<file path="config.mk">
export PLATFORM = sky130hd
export DESIGN_NAME = p4_router
export DESIGN_NICKNAME = d
export VERILOG_FILES = /design/src/hw/p4_router_pkg.sv /design/src/hw/p4_router.sv /design/src/hw/header_lookup.sv /design/src/hw/route_table.sv /design/src/hw/port_id_map.sv
export VERILOG_INCLUDE_DIRS = /design/src /design/src/hw
export SDC_FILE = /design/constraint.sdc
export NUM_CORES = 1
export LEC_CHECK = 0
export BUFFER_PORTS_ARGS = -buffer_cell sky130_fd_sc_hd__buf_2
export CAP_MARGIN = 15
export CELL_PAD_IN_SITES_DETAIL_PLACEMENT = 0
export CELL_PAD_IN_SITES_GLOBAL_PLACEMENT = 1
export CORE_MARGIN = 2
export CORE_UTILIZATION = 30
export CTS_CLUSTER_SIZE = 12
export DETAILED_ROUTE_END_ITERATION = 8
export PLACE_DENSITY = 0.62
export REMOVE_ABC_BUFFERS = 1
export SLEW_MARGIN = 20
export SYNTH_ARGS = -nofsm -noshare
export SYNTH_HDL_FRONTEND = slang
export SYNTH_HIERARCHICAL = 1
export SYNTH_SLANG_ARGS = --single-unit
</file>
<file path="constraint.sdc">
create_clock -name clk -period 4.8 [get_ports clk]
set_input_delay 0 -clock clk [delete_from_list [all_inputs] [get_ports clk]]
set_output_delay 0 -clock clk [all_outputs]
set_load 0.03 [all_outputs]
</file>
<file path="src/hw/p4_router_consts.svh">
//////////////////////////////////////////////////////////////////////
// router constants: port ids, table depth and the unknown-port code
//////////////////////////////////////////////////////////////////////
`ifndef P4_ROUTER_CONSTS_SVH
`define P4_ROUTER_CONSTS_SVH

`define P4R_NUM_PORTS    11     // hardware ports 0..10
`define P4R_TABLE_DEPTH  8      // route entries
`define P4R_PORT_UNKNOWN 8'hFF  // unmapped port or lookup miss

// pipeline port numbers, grouped by interface class
`define P4R_CPU_P4_ID    8'd0
`define P4R_OISL0_P4_ID  8'd20
`define P4R_OISL1_P4_ID  8'd21
`define P4R_ECP0_P4_ID   8'd40
`define P4R_ECP1_P4_ID   8'd41
`define P4R_HDR0_P4_ID   8'd60
`define P4R_HDR1_P4_ID   8'd61
`define P4R_ECG0_P4_ID   8'd80
`define P4R_ECG1_P4_ID   8'd81
`define P4R_ECG2_P4_ID   8'd82
`define P4R_ECG3_P4_ID   8'd83

`endif
</file>
<file path="src/hw/p4_router_pkg.sv">
//////////////////////////////////////////////////////////////////////
// shared types for the router; referenced as p4_router_pkg::name
//////////////////////////////////////////////////////////////////////
`include "p4_router_consts.svh"

package p4_router_pkg;

    typedef logic [7:0] hw_port_t;    // hardware port index
    typedef logic [7:0] p4_port_t;    // pipeline port number
    typedef logic [7:0] dest_addr_t;  // first header byte
    typedef logic [$clog2(`P4R_TABLE_DEPTH)-1:0] tbl_index_t;

    // one 64-bit stream beat
    typedef struct packed {
        logic [63:0] tdata;
        logic [7:0]  tkeep;   // byte enables
        logic        tlast;   // end of packet
    } axis_beat_t;

    // per-packet user metadata, ingress in the upper byte
    typedef struct packed {
        hw_port_t ing_port;
        hw_port_t egr_spec;
    } user_meta_t;

    // single table write from the control path
    typedef struct packed {
        tbl_index_t index;
        logic       entry_valid;  // 0 clears the entry
        p4_port_t   match_port;
        dest_addr_t match_dest;
        p4_port_t   result_port;
    } tbl_wr_t;

endpackage

</file>
<file path="src/hw/p4_router.sv">
//////////////////////////////////////////////////////////////////////
// router top: port map, route table and header pipeline on one clock
//////////////////////////////////////////////////////////////////////
`timescale 1ns/1ns

module p4_router (
    input  logic                      clk,
    input  logic                      rst_n,

    input  p4_router_pkg::axis_beat_t in_beat,
    input  logic                      in_valid,
    output logic                      in_ready,
    input  p4_router_pkg::user_meta_t in_meta,

    output p4_router_pkg::axis_beat_t out_beat,
    output logic                      out_valid,
    input  logic                      out_ready,
    output p4_router_pkg::user_meta_t out_meta,
    output logic                      out_meta_valid,

    input  logic                      tbl_wr_en,
    input  p4_router_pkg::tbl_wr_t    tbl_wr,

    output logic                      miss_event
);

    p4_router_pkg::p4_port_t   ing_p4;       // mapped ingress key
    p4_router_pkg::dest_addr_t key_dest;     // from first beat
    logic                      hit;
    p4_router_pkg::p4_port_t   result_port;  // pipeline egress
    p4_router_pkg::hw_port_t   egr_hw;       // back to hw index

    port_id_map i_port_id_map (
        .ing_hw (in_meta.ing_port),
        .ing_p4 (ing_p4),
        .egr_p4 (result_port),
        .egr_hw (egr_hw)
    );

    route_table i_route_table (
        .clk         (clk),
        .rst_n       (rst_n),
        .tbl_wr_en   (tbl_wr_en),
        .tbl_wr      (tbl_wr),
        .key_port    (ing_p4),
        .key_dest    (key_dest),
        .hit         (hit),
        .result_port (result_port)
    );

    header_lookup i_header_lookup (
        .clk            (clk),
        .rst_n          (rst_n),
        .in_beat        (in_beat),
        .in_valid       (in_valid),
        .in_ready       (in_ready),
        .in_meta        (in_meta),
        .key_dest       (key_dest),
        .hit            (hit),
        .egr_hw         (egr_hw),
        .out_beat       (out_beat),
        .out_valid      (out_valid),
        .out_ready      (out_ready),
        .out_meta       (out_meta),
        .out_meta_valid (out_meta_valid),
        .miss_event     (miss_event)
    );

endmodule

</file>
<file path="src/hw/header_lookup.sv">
//////////////////////////////////////////////////////////////////////
// one-stage packet register; keys the lookup off the first beat and
// attaches the routed metadata to the outgoing packet
//////////////////////////////////////////////////////////////////////
`timescale 1ns/1ns

module header_lookup (
    input  logic                      clk,
    input  logic                      rst_n,

    input  p4_router_pkg::axis_beat_t in_beat,
    input  logic                      in_valid,
    output logic                      in_ready,
    input  p4_router_pkg::user_meta_t in_meta,     // taken with first beat

    output p4_router_pkg::dest_addr_t key_dest,    // to route table
    input  logic                      hit,         // from route table
    input  p4_router_pkg::hw_port_t   egr_hw,      // mapped lookup result

    output p4_router_pkg::axis_beat_t out_beat,
    output logic                      out_valid,
    input  logic                      out_ready,
    output p4_router_pkg::user_meta_t out_meta,
    output logic                      out_meta_valid,  // first output beat only

    output logic                      miss_event       // one pulse per missed packet
);

    logic in_sop;     // next accepted beat opens a packet
    logic in_accept;  // beat moves this cycle

    //////////////////////////////////////////////////////////////////////
    // input side
    //////////////////////////////////////////////////////////////////////
    assign in_ready  = !out_valid || out_ready;                // slot free or draining
    assign in_accept = in_valid && in_ready;
    assign key_dest  = in_beat.tdata[7:0];                     // dest addr byte

    always_ff @(posedge clk) begin
        if (!rst_n) begin
            in_sop <= 1'b1;                                    // first beat after reset
        end else if (in_accept) begin
            in_sop <= in_beat.tlast;                           // tlast rearms
        end
    end

    //////////////////////////////////////////////////////////////////////
    // output register
    //////////////////////////////////////////////////////////////////////
    always_ff @(posedge clk) begin
        if (!rst_n) begin
            out_valid      <= 1'b0;
            out_meta_valid <= 1'b0;
            miss_event     <= 1'b0;
        end else begin
            miss_event <= in_accept && in_sop && !hit;         // lines up with first beat out
            if (in_accept) begin
                out_valid      <= 1'b1;
                out_meta_valid <= in_sop;                      // high for the head beat only
            end else if (out_ready) begin
                out_valid      <= 1'b0;                        // beat taken, nothing new
                out_meta_valid <= 1'b0;
            end
        end
    end

    // payload, no reset
    always_ff @(posedge clk) begin
        if (in_accept) begin
            out_beat <= in_beat;
        end
        if (in_accept && in_sop) begin
            out_meta.ing_port <= in_meta.ing_port;             // original hw index
            out_meta.egr_spec <= egr_hw;                       // routed egress, 255 on miss
        end
    end

endmodule

</file>
<file path="src/hw/route_table.sv">
//////////////////////////////////////////////////////////////////////
// programmable route table; strobe writes, combinational lookup
//////////////////////////////////////////////////////////////////////
`timescale 1ns/1ns
`include "p4_router_consts.svh"

module route_table (
    input  logic                      clk,
    input  logic                      rst_n,
    input  logic                      tbl_wr_en,    // single-cycle strobe
    input  p4_router_pkg::tbl_wr_t    tbl_wr,
    input  p4_router_pkg::p4_port_t   key_port,     // mapped ingress
    input  p4_router_pkg::dest_addr_t key_dest,     // first header byte
    output logic                      hit,
    output p4_router_pkg::p4_port_t   result_port
);

    //////////////////////////////////////////////////////////////////////
    // entry storage
    //////////////////////////////////////////////////////////////////////
    logic [`P4R_TABLE_DEPTH-1:0] entry_valid;                        // per-entry valid
    p4_router_pkg::p4_port_t     match_port_q  [`P4R_TABLE_DEPTH];
    p4_router_pkg::dest_addr_t   match_dest_q  [`P4R_TABLE_DEPTH];
    p4_router_pkg::p4_port_t     result_port_q [`P4R_TABLE_DEPTH];
    logic [`P4R_TABLE_DEPTH-1:0] match_vec;                          // parallel compare hits

    // per-entry valid bits
    always_ff @(posedge clk) begin
        if (!rst_n) begin
            entry_valid <= '0;                                       // all entries invalid
        end else if (tbl_wr_en) begin
            entry_valid[tbl_wr.index] <= tbl_wr.entry_valid;
        end
    end

    // match fields and result
    always_ff @(posedge clk) begin
        if (tbl_wr_en) begin
            match_port_q[tbl_wr.index]  <= tbl_wr.match_port;
            match_dest_q[tbl_wr.index]  <= tbl_wr.match_dest;
            result_port_q[tbl_wr.index] <= tbl_wr.result_port;
        end
    end

    //////////////////////////////////////////////////////////////////////
    // lookup
    //////////////////////////////////////////////////////////////////////
    always_comb begin
        for (int i = 0; i < `P4R_TABLE_DEPTH; i++) begin
            match_vec[i] = entry_valid[i]
                           && (match_port_q[i] == key_port)
                           && (match_dest_q[i] == key_dest);
        end
    end

    // walk from the top down so the lowest index is written last and wins
    always_comb begin
        hit         = 1'b0;
        result_port = `P4R_PORT_UNKNOWN;                             // miss default
        for (int i = `P4R_TABLE_DEPTH - 1; i >= 0; i--) begin
            if (match_vec[i]) begin
                hit         = 1'b1;
                result_port = result_port_q[i];
            end
        end
    end

endmodule

</file>
<file path="src/hw/port_id_map.sv">
//////////////////////////////////////////////////////////////////////
// maps hardware port indices to pipeline port numbers and back
//////////////////////////////////////////////////////////////////////
`timescale 1ns/1ns
`include "p4_router_consts.svh"

module port_id_map (
    input  p4_router_pkg::hw_port_t ing_hw,  // hw ingress index
    output p4_router_pkg::p4_port_t ing_p4,  // pipeline ingress port
    input  p4_router_pkg::p4_port_t egr_p4,  // pipeline egress port
    output p4_router_pkg::hw_port_t egr_hw   // hw egress index
);

    //////////////////////////////////////////////////////////////////////
    // ingress: hw index -> pipeline port
    //////////////////////////////////////////////////////////////////////
    always_comb begin
        case (ing_hw)
            8'd0:    ing_p4 = `P4R_CPU_P4_ID;
            8'd1:    ing_p4 = `P4R_OISL0_P4_ID;
            8'd2:    ing_p4 = `P4R_OISL1_P4_ID;
            8'd3:    ing_p4 = `P4R_ECP0_P4_ID;
            8'd4:    ing_p4 = `P4R_ECP1_P4_ID;
            8'd5:    ing_p4 = `P4R_HDR0_P4_ID;
            8'd6:    ing_p4 = `P4R_HDR1_P4_ID;
            8'd7:    ing_p4 = `P4R_ECG0_P4_ID;
            8'd8:    ing_p4 = `P4R_ECG1_P4_ID;
            8'd9:    ing_p4 = `P4R_ECG2_P4_ID;
            8'd10:   ing_p4 = `P4R_ECG3_P4_ID;
            default: ing_p4 = `P4R_PORT_UNKNOWN;  // out of range -> unknown
        endcase
    end

    //////////////////////////////////////////////////////////////////////
    // egress: pipeline port -> hw index
    //////////////////////////////////////////////////////////////////////
    always_comb begin
        case (egr_p4)
            `P4R_CPU_P4_ID:   egr_hw = 8'd0;
            `P4R_OISL0_P4_ID: egr_hw = 8'd1;
            `P4R_OISL1_P4_ID: egr_hw = 8'd2;
            `P4R_ECP0_P4_ID:  egr_hw = 8'd3;
            `P4R_ECP1_P4_ID:  egr_hw = 8'd4;
            `P4R_HDR0_P4_ID:  egr_hw = 8'd5;
            `P4R_HDR1_P4_ID:  egr_hw = 8'd6;
            `P4R_ECG0_P4_ID:  egr_hw = 8'd7;
            `P4R_ECG1_P4_ID:  egr_hw = 8'd8;
            `P4R_ECG2_P4_ID:  egr_hw = 8'd9;
            `P4R_ECG3_P4_ID:  egr_hw = 8'd10;
            default:          egr_hw = `P4R_PORT_UNKNOWN;  // misses land here too
        endcase
    end

endmodule

</file>
==> out/qor.csv <==
metric;value;unit
antenna_cells;0;
grt_use_total;0.151;
clk_path_buf_depth;3;
grt_max_degree;74;
dieWidth;202;microns
fin_crit_sh;0.942;
cap_violations;0;
finalHoldViolations;0;
synthAdderAreaFrac;0.00533;
cp_data_arrival_time;4.83;ns
grt_pass1_vias;7291;
whs;0.0233;ns
dr_wl_met2;14400;microns
finalWirelength;31000;microns
holdCritPathClass;in2reg;
finalSetupViolCount;0;
vias;7240;
critPathKind;in2reg;
dp.cells;1440;
yosys-top-cells-count;edfxtp_1, xnor2_1, nand2_1, xor2_1, nand4_1;
min_period;4.52;ns
netlist.area_leader.share;0.719;
viasPerCell;4.50;
synth_top_cell_by_area;edfxtp_1;
synth_compound_area_frac;0.0576;
synth_edf_count;281;
antenna_left;0;
ys_seq_area_frac;0.739;
routedWlPerCell;19.2;microns
hpwlAfterDp;20500;microns
root_buffer;clkbuf_16;
syn_avg_cell_area;16.3;sq um
fin_area;15600;sq um
synth_area_leaders;edfxtp_1, xnor2_1, dfxtp_1;
start_util;0.304;
cts_sinks;293;
top_layer_used;met4;
synth_top_family_by_area;XOR/XNOR gates;
ioPinCount;215;
fp.dieArea;40700;sq um
startpoint_type;input port;
synthArstFlopShare;0;
max_slew_margin;0.317;
netlist_area;11700;sq um
clk_pin_slew;0.06;ns
cts_tree;built;
die_y;202;microns
gr-total-overflow;0;
coreArea;38600;sq um
worst_slew_pin_slew;1.03;ns
status;finished clean;
synthDistinctLibCells;60;
end_kind;flop;
path_max_fanout;6;
synthSimpleGateAreaFrac;0.0722;
met1Wirelength;14000;microns
dr_wl_met3;1700;microns
synth-seq-cells;293;
cts_made_buffers;31;
synth-xor-area-share;0.0946;
io_buffers;206;
rsz0062_at_grt;false;
yosys.cell_count.top_type;edfxtp_1;
grt_pass1_wl;46000;microns
dpl_cell_area;13500;sq um
timing.setup.tns;0;ns
place_congestion;0.765;
layout-drive-gt1-share;0.294;
antenna_found_initial;0;
vdd_drop_max;0.207;mV
drtIter0Drc;421;
p_leak;0.00551;uW
synth_mux_area_frac;0.00426;
max_clock_freq;0.221;GHz
fin_nets;1197;
area_growth;33.1;%
p_total;5720;uW
synth_cells;719;
htree_num_levels;1;
fp-row-count;72;
route.detailed.drc;0;
insertion_delay;0.58;ns
powerDensity;366;nW/um^2
fin_skew;0.0199;ns
stdcell_count;1609;
first_pass_iters;4;
drv_slew;0;
ys.warnings.count;6;
crit_required;5.11;ns
synth-main-ff-cell;edfxtp_1;
area by class of cell:
cell class / count / area, sq um
flip-flops and latches: 293 / 8680
repair buffers: 355 / 2450
inverters: 20 / 77.6
well taps: 518 / 648
clock buffers: 46 / 872
clock inverters: 8 / 93.8
fillers: 3529 / 23000
multi-input cells: 369 / 2810
metrics by stage:
stage | setup WS, ns | utilization
after floorplan | 0.249 | -
after global placement | 0.226 | 0.349
after detailed placement | 0.207 | 0.349
after CTS | 0.214 | 0.404
after global routing | 0.0132 | 0.404
final | 0.281 | 0.404
sequential cells by signal (all words and copies together), names as in the netlist:
| register | cells |
|---|---|
| i_header_lookup/out_meta_valid | 1 |
| i_route_table/match_dest_q | 64 |
| i_header_lookup/in_sop | 1 |
| i_header_lookup/miss_event | 1 |
| i_header_lookup/out_meta | 16 |
| i_route_table/match_port_q | 64 |
| i_header_lookup/out_valid | 1 |
| i_header_lookup/out_beat | 73 |
| i_route_table/entry_valid | 8 |
| i_route_table/result_port_q | 64 |
worst max-delay path, cell delays in order:
cell and delay (ns):
dlygate4sd3_1 0.56, buf_2 0.13, nor4_1 0.31, buf_4 0.20, nor2b_1 0.16, nand2_1 0.27
xor2_1 0.26, nor4_1 0.41, nand2_1 0.17, or3_1 0.44, buf_4 0.22, a211oi_2 0.19
o221ai_1 0.15, a32oi_1 0.47, xor2_2 0.20, o31ai_4 0.30, inv_2 0.10, a221o_1 0.26
worst paths after layout:
path              slack [ns]                                         to  cells after the start                                       start
hold / removal          0.02  i_route_table/entry_valid[5]$_SDFFE_PN0P_                      4                                  tbl_wr[25]
setup / recovery        0.28      i_header_lookup/out_meta[1]$_DFFE_PP_                     18                                 in_meta[13]
hold reg to reg         0.48  i_route_table/entry_valid[5]$_SDFFE_PN0P_                      2   i_route_table/entry_valid[5]$_SDFFE_PN0P_
setup reg to reg        1.06      i_header_lookup/out_meta[1]$_DFFE_PP_                     12  i_route_table/match_dest_q[6][6]$_DFFE_PP_
cell usage in the layout, fill, tap and decap left out, types with 4 or more instances in the layout:
master and count:
a211oi_2 8, a21boi_0 7, a21o_1 8, a21oi_1 11, a32oi_1 7, buf_2 206
buf_4 33, clkbuf_1 11, clkbuf_16 31, clkbuf_8 4, clkinv_1 4, dfxtp_1 12
dlygate4sd3_1 115, edfxtp_1 281, ha_1 5, inv_1 16, mux2i_1 5, nand2_1 40
nand2b_1 7, nand3_1 14, nand4_1 21, nor2_2 7, nor3_1 10, nor4_1 16
o21ai_0 14, o21bai_1 8, o221ai_1 8, xnor2_1 102, xor2_1 23
where the power goes:
group / leakage (uW) / switching, uW / internal (uW)
clock: 0.000470 / 960 / 1350
sequential: 0.00269 / 31.0 / 2920
combinational: 0.00236 / 284 / 181
total: 0.00551 / 1280 / 4450
repair_timing:
item | in CTS | in global routing
setup endpoints to repair | 0 | 2
setup buffers | 0 | 0
resized for setup | 0 | 5
hold buffers | 115 | 0
hold endpoints to repair | 293 | 0
cell families after synthesis:
| family | Yosys count |
|---|---|
| AOI/OAI and AO/OA | 86 |
| adders and majority gates | 5 |
| buffers and inverters | 57 |
| DFF | 293 |
| muxes | 5 |
| xor gates and xnor gates | 126 |
| and+or+nand+nor | 147 |
per-layer routing:
metal	track usage	vias to the layer above
met3	0.0234	44
met1	0.203	3526
li1	-	3404
met2	0.249	266
met4	0.0512	0
met5	0	-
No activity file was read; power rests on OpenSTA's default activity.
